--- src/include/tile_defines.svh ---
// Tile memory subsystem sizing and address map macros
`ifndef TILE_DEFINES_SVH
`define TILE_DEFINES_SVH

// L1 scratchpad geometry, word interleaved across banks
`define TILE_N_BANKS     4
`define TILE_WORDS_BANK  64

// Data path width in bits, byte enables follow as TILE_DW/8
`define TILE_DW          32

// L1 window, 1 KiB = banks x words x 4 bytes
// Both bounds are inclusive
`define TILE_L1_START    32'h1000_0000
`define TILE_L1_END      32'h1000_03FF

// External L2 window, inclusive
`define TILE_L2_START    32'h8000_0000
`define TILE_L2_END      32'h8FFF_FFFF

// Max L2 transactions in flight from the core port
`define TILE_MAX_TRAN    4

`endif

--- src/hw/tile_pkg.sv ---
// Tile package with the bank, word, count and power state types
`default_nettype none

`include "tile_defines.svh"

package tile_pkg;

  // Bank select, taken from the address just above the byte offset
  typedef logic [$clog2(`TILE_N_BANKS)-1:0] bank_idx_t;

  // Word inside one bank, next address bits above the bank select
  typedef logic [$clog2(`TILE_WORDS_BANK)-1:0] word_idx_t;

  // In-flight count, must reach TILE_MAX_TRAN itself
  typedef logic [$clog2(`TILE_MAX_TRAN+1)-1:0] out_cnt_t;

  // Tile power sequencing
  typedef enum logic [1:0] {
    OFF   = 2'd0,  // No new requests accepted
    RUN   = 2'd1,  // Normal operation
    DRAIN = 2'd2   // Disabled, waiting for responses to return
  } power_state_t;

endpackage

`default_nettype wire

--- src/hw/mem_port_if.sv ---
// OBI-style memory port with request, grant and response channel
`timescale 1ns/1ns
`default_nettype none

`include "tile_defines.svh"

interface mem_port_if;

  logic                  req;    // Request, held until granted
  logic                  gnt;    // Grant, same cycle as accepted req
  logic [31:0]           addr;   // Byte address
  logic                  we;     // Write enable
  logic [`TILE_DW/8-1:0] be;     // Byte enables
  logic [`TILE_DW-1:0]   wdata;  // Write data
  logic                  rvalid; // One response per grant, in order
  logic [`TILE_DW-1:0]   rdata;  // Read data
  logic                  err;    // Error response

  // Requester side
  modport mgr (
    output req, addr, we, be, wdata,
    input  gnt, rvalid, rdata, err
  );

  // Memory side
  modport sub (
    input  req, addr, we, be, wdata,
    output gnt, rvalid, rdata, err
  );

endinterface

`default_nettype wire

--- src/hw/outstanding_counter.sv ---
// Up/down counter of transactions in flight with zero and full flags
`timescale 1ns/1ns
`default_nettype none

module outstanding_counter #(
  parameter int unsigned MAX = 4  // Must fit tile_pkg::out_cnt_t
) (
  input  logic clk_i,
  input  logic rstn_i,
  input  logic inc_i,   // Transaction granted
  input  logic dec_i,   // Response returned
  output logic zero_o,
  output logic full_o
);

  tile_pkg::out_cnt_t cnt_q;

  always_ff @(posedge clk_i or negedge rstn_i) begin
    if (!rstn_i) begin
      cnt_q <= '0;
    end else if (inc_i && !dec_i && !full_o) begin
      cnt_q <= cnt_q + 1'b1;
    end else if (dec_i && !inc_i && !zero_o) begin
      cnt_q <= cnt_q - 1'b1;
    end
    // Both at once leave the count as is
  end

  assign zero_o = (cnt_q == '0);
  assign full_o = (cnt_q == tile_pkg::out_cnt_t'(MAX));

endmodule

`default_nettype wire

--- src/hw/obi_target_demux.sv ---
// Core data demux routing to L1, L2 or an error reply with in-order responses
`timescale 1ns/1ns
`default_nettype none

`include "tile_defines.svh"

module obi_target_demux (
  input  logic                  clk_i,
  input  logic                  rstn_i,
  input  logic                  accept_en_i,
  input  logic                  core_req_i,
  output logic                  core_gnt_o,
  input  logic [31:0]           core_addr_i,
  input  logic                  core_we_i,
  input  logic [`TILE_DW/8-1:0] core_be_i,
  input  logic [`TILE_DW-1:0]   core_wdata_i,
  output logic                  core_rvalid_o,
  output logic [`TILE_DW-1:0]   core_rdata_o,
  output logic                  core_err_o,
  output logic                  l2_req_o,
  input  logic                  l2_gnt_i,
  output logic [31:0]           l2_addr_o,
  output logic                  l2_we_o,
  output logic [`TILE_DW/8-1:0] l2_be_o,
  output logic [`TILE_DW-1:0]   l2_wdata_o,
  input  logic                  l2_rvalid_i,
  input  logic [`TILE_DW-1:0]   l2_rdata_i,
  input  logic                  l2_err_i,
  mem_port_if.mgr               l1_o,
  output logic                  idle_o
);

  typedef enum logic [1:0] {TGT_L1, TGT_L2, TGT_ERR} target_e;

  target_e tgt, last_tgt_q;   // Current decode, target of last grant
  logic    l1_pend_q;         // L1 reply due this cycle
  logic    err_pend_q;        // Error reply due this cycle
  logic    l2_zero, l2_full;  // L2 in-flight flags
  logic    in_flight;
  logic    allow;             // Ordering and enable check passed
  logic    gnt_fire;

  always_comb begin
    if (core_addr_i >= `TILE_L1_START && core_addr_i <= `TILE_L1_END) begin
      tgt = TGT_L1;
    end else if (core_addr_i >= `TILE_L2_START && core_addr_i <= `TILE_L2_END) begin
      tgt = TGT_L2;
    end else begin
      tgt = TGT_ERR;  // Unmapped
    end
  end

  assign in_flight = l1_pend_q | err_pend_q | ~l2_zero;
  assign idle_o    = ~in_flight;

  // Switching target only when drained keeps replies in grant order
  assign allow = accept_en_i & (~in_flight | (tgt == last_tgt_q))
                 & ~((tgt == TGT_L2) & l2_full);

  assign l1_o.req   = core_req_i & allow & (tgt == TGT_L1);
  assign l1_o.addr  = core_addr_i;
  assign l1_o.we    = core_we_i;
  assign l1_o.be    = core_be_i;
  assign l1_o.wdata = core_wdata_i;

  assign l2_req_o   = core_req_i & allow & (tgt == TGT_L2);  // Combinational pass
  assign l2_addr_o  = core_addr_i;
  assign l2_we_o    = core_we_i;
  assign l2_be_o    = core_be_i;
  assign l2_wdata_o = core_wdata_i;

  always_comb begin
    case (tgt)
      TGT_L1:  core_gnt_o = l1_o.gnt;              // Bank arbitration result
      TGT_L2:  core_gnt_o = l2_req_o & l2_gnt_i;
      default: core_gnt_o = core_req_i & allow;    // Error path takes it at once
    endcase
  end

  assign gnt_fire = core_req_i & core_gnt_o;

  always_ff @(posedge clk_i or negedge rstn_i) begin
    if (!rstn_i) begin
      l1_pend_q  <= 1'b0;
      err_pend_q <= 1'b0;
      last_tgt_q <= TGT_L1;
    end else begin
      l1_pend_q  <= gnt_fire & (tgt == TGT_L1);
      err_pend_q <= gnt_fire & (tgt == TGT_ERR);
      if (gnt_fire) last_tgt_q <= tgt;
    end
  end

  outstanding_counter #(
    .MAX (`TILE_MAX_TRAN)
  ) u_l2_cnt (
    .clk_i  (clk_i),
    .rstn_i (rstn_i),
    .inc_i  (l2_req_o & l2_gnt_i),
    .dec_i  (l2_rvalid_i),
    .zero_o (l2_zero),
    .full_o (l2_full)
  );

  // At most one source replies in a cycle, ordering rule guarantees it
  assign core_rvalid_o = l1_o.rvalid | l2_rvalid_i | err_pend_q;
  assign core_rdata_o  = l1_o.rvalid ? l1_o.rdata :
                         l2_rvalid_i ? l2_rdata_i : '0;  // Zero on error reply
  assign core_err_o    = err_pend_q | (l2_rvalid_i & l2_err_i) | (l1_o.rvalid & l1_o.err);

endmodule

`default_nettype wire

--- src/flat_wrapper.sv ---
// flat-port wrapper written by rule: the top's interface ports become plain ports
module obi_target_demux_flat 
  (clk_i, rstn_i, accept_en_i, core_req_i, core_gnt_o, core_addr_i, core_we_i, core_be_i, core_wdata_i, core_rvalid_o, core_rdata_o, core_err_o, l2_req_o, l2_gnt_i, l2_addr_o, l2_we_o, l2_be_o, l2_wdata_o, l2_rvalid_i, l2_rdata_i, l2_err_i, idle_o, l1_o_req, l1_o_addr, l1_o_we, l1_o_be, l1_o_wdata, l1_o_gnt, l1_o_rvalid, l1_o_rdata, l1_o_err);
  mem_port_if l1_o_i ();
  input  logic clk_i;
  input  logic rstn_i;
  input  logic accept_en_i;
  input  logic core_req_i;
  output logic core_gnt_o;
  input  logic [31:0] core_addr_i;
  input  logic core_we_i;
  input  logic [`TILE_DW/8-1:0] core_be_i;
  input  logic [`TILE_DW-1:0] core_wdata_i;
  output logic core_rvalid_o;
  output logic [`TILE_DW-1:0] core_rdata_o;
  output logic core_err_o;
  output logic l2_req_o;
  input  logic l2_gnt_i;
  output logic [31:0] l2_addr_o;
  output logic l2_we_o;
  output logic [`TILE_DW/8-1:0] l2_be_o;
  output logic [`TILE_DW-1:0] l2_wdata_o;
  input  logic l2_rvalid_i;
  input  logic [`TILE_DW-1:0] l2_rdata_i;
  input  logic l2_err_i;
  output logic idle_o;
  output wire logic [$bits(l1_o_i.req)-1:0] l1_o_req;
  output wire logic [$bits(l1_o_i.addr)-1:0] l1_o_addr;
  output wire logic [$bits(l1_o_i.we)-1:0] l1_o_we;
  output wire logic [$bits(l1_o_i.be)-1:0] l1_o_be;
  output wire logic [$bits(l1_o_i.wdata)-1:0] l1_o_wdata;
  input wire logic [$bits(l1_o_i.gnt)-1:0] l1_o_gnt;
  input wire logic [$bits(l1_o_i.rvalid)-1:0] l1_o_rvalid;
  input wire logic [$bits(l1_o_i.rdata)-1:0] l1_o_rdata;
  input wire logic [$bits(l1_o_i.err)-1:0] l1_o_err;
  assign l1_o_req = l1_o_i.req;
  assign l1_o_addr = l1_o_i.addr;
  assign l1_o_we = l1_o_i.we;
  assign l1_o_be = l1_o_i.be;
  assign l1_o_wdata = l1_o_i.wdata;
  assign l1_o_i.gnt = l1_o_gnt;
  assign l1_o_i.rvalid = l1_o_rvalid;
  assign l1_o_i.rdata = l1_o_rdata;
  assign l1_o_i.err = l1_o_err;
  obi_target_demux u_core (.clk_i(clk_i), .rstn_i(rstn_i), .accept_en_i(accept_en_i), .core_req_i(core_req_i), .core_gnt_o(core_gnt_o), .core_addr_i(core_addr_i), .core_we_i(core_we_i), .core_be_i(core_be_i), .core_wdata_i(core_wdata_i), .core_rvalid_o(core_rvalid_o), .core_rdata_o(core_rdata_o), .core_err_o(core_err_o), .l2_req_o(l2_req_o), .l2_gnt_i(l2_gnt_i), .l2_addr_o(l2_addr_o), .l2_we_o(l2_we_o), .l2_be_o(l2_be_o), .l2_wdata_o(l2_wdata_o), .l2_rvalid_i(l2_rvalid_i), .l2_rdata_i(l2_rdata_i), .l2_err_i(l2_err_i), .l1_o(l1_o_i), .idle_o(idle_o));
endmodule
--- config.mk ---
export PLATFORM = sky130hd
export DESIGN_NAME = obi_target_demux_flat
export DESIGN_NICKNAME = d
export VERILOG_FILES = /design/src/hw/tile_pkg.sv /design/src/hw/mem_port_if.sv /design/src/hw/outstanding_counter.sv /design/src/hw/obi_target_demux.sv /design/src/flat_wrapper.sv
export VERILOG_INCLUDE_DIRS = /design/src /design/src/include
export SDC_FILE = /design/constraint.sdc
export NUM_CORES = 1
export LEC_CHECK = 0
export BUFFER_PORTS_ARGS = -buffer_cell sky130_fd_sc_hd__buf_2
export CAP_MARGIN = 20
export CORE_AREA = 4 4 123 125
export CTS_CLUSTER_SIZE = 20
export DETAILED_ROUTE_END_ITERATION = 16
export DIE_AREA = 0 0 127 129
export SLEW_MARGIN = 20
export SYNTH_ARGS = -nofsm -noshare
export SYNTH_HDL_FRONTEND = slang
export SYNTH_SLANG_ARGS = --single-unit
--- constraint.sdc ---
create_clock -name clk_i -period 2.4 [get_ports clk_i]
set_input_delay 0.12 -clock clk_i [delete_from_list [all_inputs] [get_ports clk_i]]
set_output_delay 0.12 -clock clk_i [all_outputs]
set_load 0.01 [all_outputs]
==> impl_table.tex <==
\begin{tabular}{lr}
\hline
Metric & Value \\
\hline
\multicolumn{2}{l}{\textbf{Critical path}} \\
\quad Crit path required time & 2.50 ns \\
\quad Category of the worst setup path capture point & register \\
\quad Highest net fanout along the worst path & 7 \\
\quad Element type at the critical path start & register \\
\quad Worst endpoint data arrival time & 2.29 ns \\
\quad Critical path class & register to register \\
\multicolumn{2}{l}{\textbf{Place}} \\
\quad HPWL reported at the end of detailed placement & 5470 um \\
\quad Area after DPL & 0.00207 mm\^{}2 \\
\quad Buffers on Ports & 177 \\
\quad Setup slack after placement & 0.0843 ns \\
\quad Final weighted congestion of routability-driven global placement & 0.767 \\
\multicolumn{2}{l}{\textbf{Timing}} \\
\quad Relative slew slack & 0.528 \\
\quad Peak Freq & 0.457 GHz \\
\quad Total of endpoints with negative setup slack in the final report & 0 \\
\quad Setup slack after layout & 0.210 ns \\
\quad TNS Setup & 0 ns \\
\quad Tightest hold margin & 0.173 ns \\
\quad RSZ-0062 raised after global routing & false \\
\quad Max Transition Viols Final & 0 \\
\quad Hold violation total from the final report & 0 \\
\quad Crit path time final & 2.19 ns \\
\quad Worst Tran Pin Value & 0.706 ns \\
\quad Fin crit share & 0.912 \\
\quad Final worst clock skew & 0.00232 ns \\
\multicolumn{2}{l}{\textbf{Pwr}} \\
\quad Power Density & 495 mW/mm\^{}2 \\
\quad Static leakage power & 1.14 nW \\
\quad Worst VDD drop & 0.203 mV \\
\multicolumn{2}{l}{\textbf{Clock tree}} \\
\quad TritonCTS clock tree & built \\
\quad Clock Sinks & 7 \\
\quad Buffer type at the clock tree root & sky130\_fd\_sc\_hd\_\_clkbuf\_16 \\
\quad Clock slew at reported path FFs & 0.04 ns \\
\quad Num CTS Buffers & 3 \\
\quad Clock Latency Late Sink & 0.23 ns \\
\quad Clock H-tree levels & 1 \\
\quad Count of cells resized by post-cts repair & 0 \\
\quad Max clock buf depth & 2 \\
\multicolumn{2}{l}{\textbf{Synthesis}} \\
\quad Post-synthesis cell count & 256 \\
\quad Cell Area, Synth & 0.00199 mm\^{}2 \\
\quad Seq/Total Area, Yosys & 0.0882 \\
\quad Most area-consuming cells after synthesis & sky130\_fd\_sc\_hd\_\_buf\_4, sky130\_fd\_sc\_hd\_\_a22o\_1, sky130\_fd\_sc\_hd\_\_dfrtp\_1 \\
\quad Mean post-synth cell area & 7.76 um\^{}2 \\
\quad Synthesis Warnings & 0 \\
\quad Number of nets produced by synthesis & 400 \\
\quad Area share of the largest cell type after synthesis & 0.522 \\
\quad Register bit count reported by yosys & 7 \\
\quad Distinct cell type count after synthesis & 36 \\
\quad Most area-hungry cell type in the Yosys netlist & sky130\_fd\_sc\_hd\_\_buf\_4 \\
\multicolumn{2}{l}{\textbf{Floorplanning}} \\
\quad \# IOs & 319 \\
\quad Initial cell density of the core & 0.143 \\
\quad Chip Width & 127 um \\
\quad Cell row count & 43 \\
\quad Die area & 0.0164 mm\^{}2 \\
\quad Area of the placeable core & 0.0139 mm\^{}2 \\
\quad Die Y & 129 um \\
\multicolumn{2}{l}{\textbf{GRT}} \\
\quad Largest net degree at the start of global routing & 36 \\
\quad Via count of the first global-routing pass & 1622 \\
\quad GR Util All Layers & 0.0658 \\
\quad Congestion Overflow GR & 0 \\
\quad Antenna violations before repair & 0 \\
\quad First-pass GRT wire length & 8830 um \\
\multicolumn{2}{l}{\textbf{Flow run}} \\
\quad Max\_cap viols & 0 \\
\multicolumn{2}{l}{\textbf{Drt}} \\
\quad Drt first-iter violations & 113 \\
\quad DRC viols & 0 \\
\quad Router iterations before antenna repair & 4 \\
\quad Wire length per cell after detailed routing & 13.4 um \\
\quad Highest metal layer used by the detailed router & met4 \\
\quad Wire length after detailed routing & 6410 um \\
\quad Via total after detailed routing & 1758 \\
\quad Wire length on met1 & 2390 um \\
\quad WL met2 & 3350 um \\
\quad Routed vias/inst & 3.69 \\
\quad Met3 routed WL & 581 um \\
\quad Antenna-violating nets left & 0 \\
\multicolumn{2}{l}{\textbf{Hold path}} \\
\quad Hold/Removal Path Class & input port to register \\
\multicolumn{2}{l}{\textbf{Final layout}} \\
\quad Final-stage net count & 442 \\
\quad Total non-filler cell area in the finished layout & 0.00216 mm\^{}2 \\
\quad Util after Layout & 0.156 \\
\quad Antenna diode instance count & 0 \\
\quad Area growth from synthesis to final layout & 8.95\% \\
\quad Share of final-layout standard cells stronger than drive strength 1 & 0.657 \\
\multicolumn{2}{l}{\textbf{Status}} \\
\quad Outcome & completed \\
\hline
\end{tabular}
Yosys cell counts, drive strengths merged:
master	n
xnor2	2
buf	140
a211oi	1
nor4	4
nor4b	2
a211o	1
clkbuf	8
a221oi	1
a22o	31
or2	2
o21ai	5
nand2b	2
nand4	2
a2111oi	1
a21oi	5
fa	1
dfrtp	7
nor2b	1
nor2	7
o22ai	2
a31o	1
a311oi	4
o2111ai	1
o211ai	2
a221o	1
or3	2
nand3	4
and2	1
inv	5
nor3	1
nand2	8
or4b	1
kinds of logic after synthesis:
kind of cell / share of synthesized area
compound gates: 0.238
xor+xnor: 0.00882
fa+ha+maj: 0.0101
buf+inv: 0.555
flops: 0.0882
simple gates: 0.101
power by group:
part	internal, mW	switching, mW
logic	0.282	0.311
clock network	0.221	0.0639
registers	0.150	0.0431
through the flow:
stage / power, mW / cells
2_1_floorplan: 0.722 / 256
3_3_place_gp: 0.789 / 472
3_5_place_dp: 0.787 / 472
4_1_cts: 1.08 / 477
5_1_grt: 1.15 / 477
6_report: 1.07 / 477
worst max-delay path: stages, from the launching register on:
cell	delay, ns
sky130_fd_sc_hd__dfrtp_1	0.47
sky130_fd_sc_hd__nor2_1	0.16
sky130_fd_sc_hd__a211oi_4	0.28
sky130_fd_sc_hd__and2_1	0.18
sky130_fd_sc_hd__nand2_1	0.07
sky130_fd_sc_hd__fa_1	0.38
sky130_fd_sc_hd__nor2b_1	0.16
sky130_fd_sc_hd__a221oi_2	0.29
sky130_fd_sc_hd__a311oi_2	0.07
what timing repair did:
item | in CTS | in global routing
hold buffers | 1 | 0
setup buffers | 0 | 0
endpoints found under the hold margin | 7 | 0
cell usage in the layout, fill, tap and decap left out, types with 2 or more instances in the layout:
cell type	instances
sky130_fd_sc_hd__buf_2	177
sky130_fd_sc_hd__a22o_1	31
sky130_fd_sc_hd__nand2_1	8
sky130_fd_sc_hd__buf_4	7
sky130_fd_sc_hd__dfrtp_1	7
sky130_fd_sc_hd__nor2_1	6
sky130_fd_sc_hd__o21ai_0	5
sky130_fd_sc_hd__inv_1	5
sky130_fd_sc_hd__a21oi_1	5
sky130_fd_sc_hd__nand3_1	4
sky130_fd_sc_hd__nor4_1	4
sky130_fd_sc_hd__a311oi_1	3
sky130_fd_sc_hd__clkbuf_16	3
sky130_fd_sc_hd__or3_1	2
sky130_fd_sc_hd__o22ai_1	2
sky130_fd_sc_hd__nor4b_1	2
sky130_fd_sc_hd__nand4_1	2
sky130_fd_sc_hd__xnor2_1	2
sky130_fd_sc_hd__nand2b_1	2
sky130_fd_sc_hd__o211ai_1	2
per-layer routing:
layer	GRT usage	up-vias
met5	0	-
met4	0.0227	0
met3	0.0203	19
met2	0.106	85
met1	0.0833	821
li1	-	833
registers in the layout, indices dropped and copies added (netlist names):
name,cells
u_core.u_l2_cnt.cnt_q,3
u_core.last_tgt_q,2
u_core.err_pend_q,1
u_core.l1_pend_q,1
final timing paths:
path                                           from                        to  slack (ns)  depth (start not counted)
setup / recovery           u_core.u_l2_cnt.cnt_q[0]  u_core.u_l2_cnt.cnt_q[2]        0.21                          8
hold / removal                           core_req_i      u_core.last_tgt_q[1]        0.17                          2
setup reg to reg           u_core.u_l2_cnt.cnt_q[0]  u_core.u_l2_cnt.cnt_q[2]        0.21                          8
hold reg to reg                u_core.last_tgt_q[0]      u_core.last_tgt_q[0]        0.55                          1
max in group asynchronous                    rstn_i         u_core.err_pend_q        1.99                          2
min in group asynchronous                    rstn_i  u_core.u_l2_cnt.cnt_q[2]        0.26                          2
cell type report:
class                      count  area, um^2
fill                        1583       11700
timing repair buffer         185         948
multi-input combinational     96         717
tap                          180         225
sequential                     7         175
clock buffer                   4        78.8
inverter                       5        18.8
(Power assumes the default switching activity.)
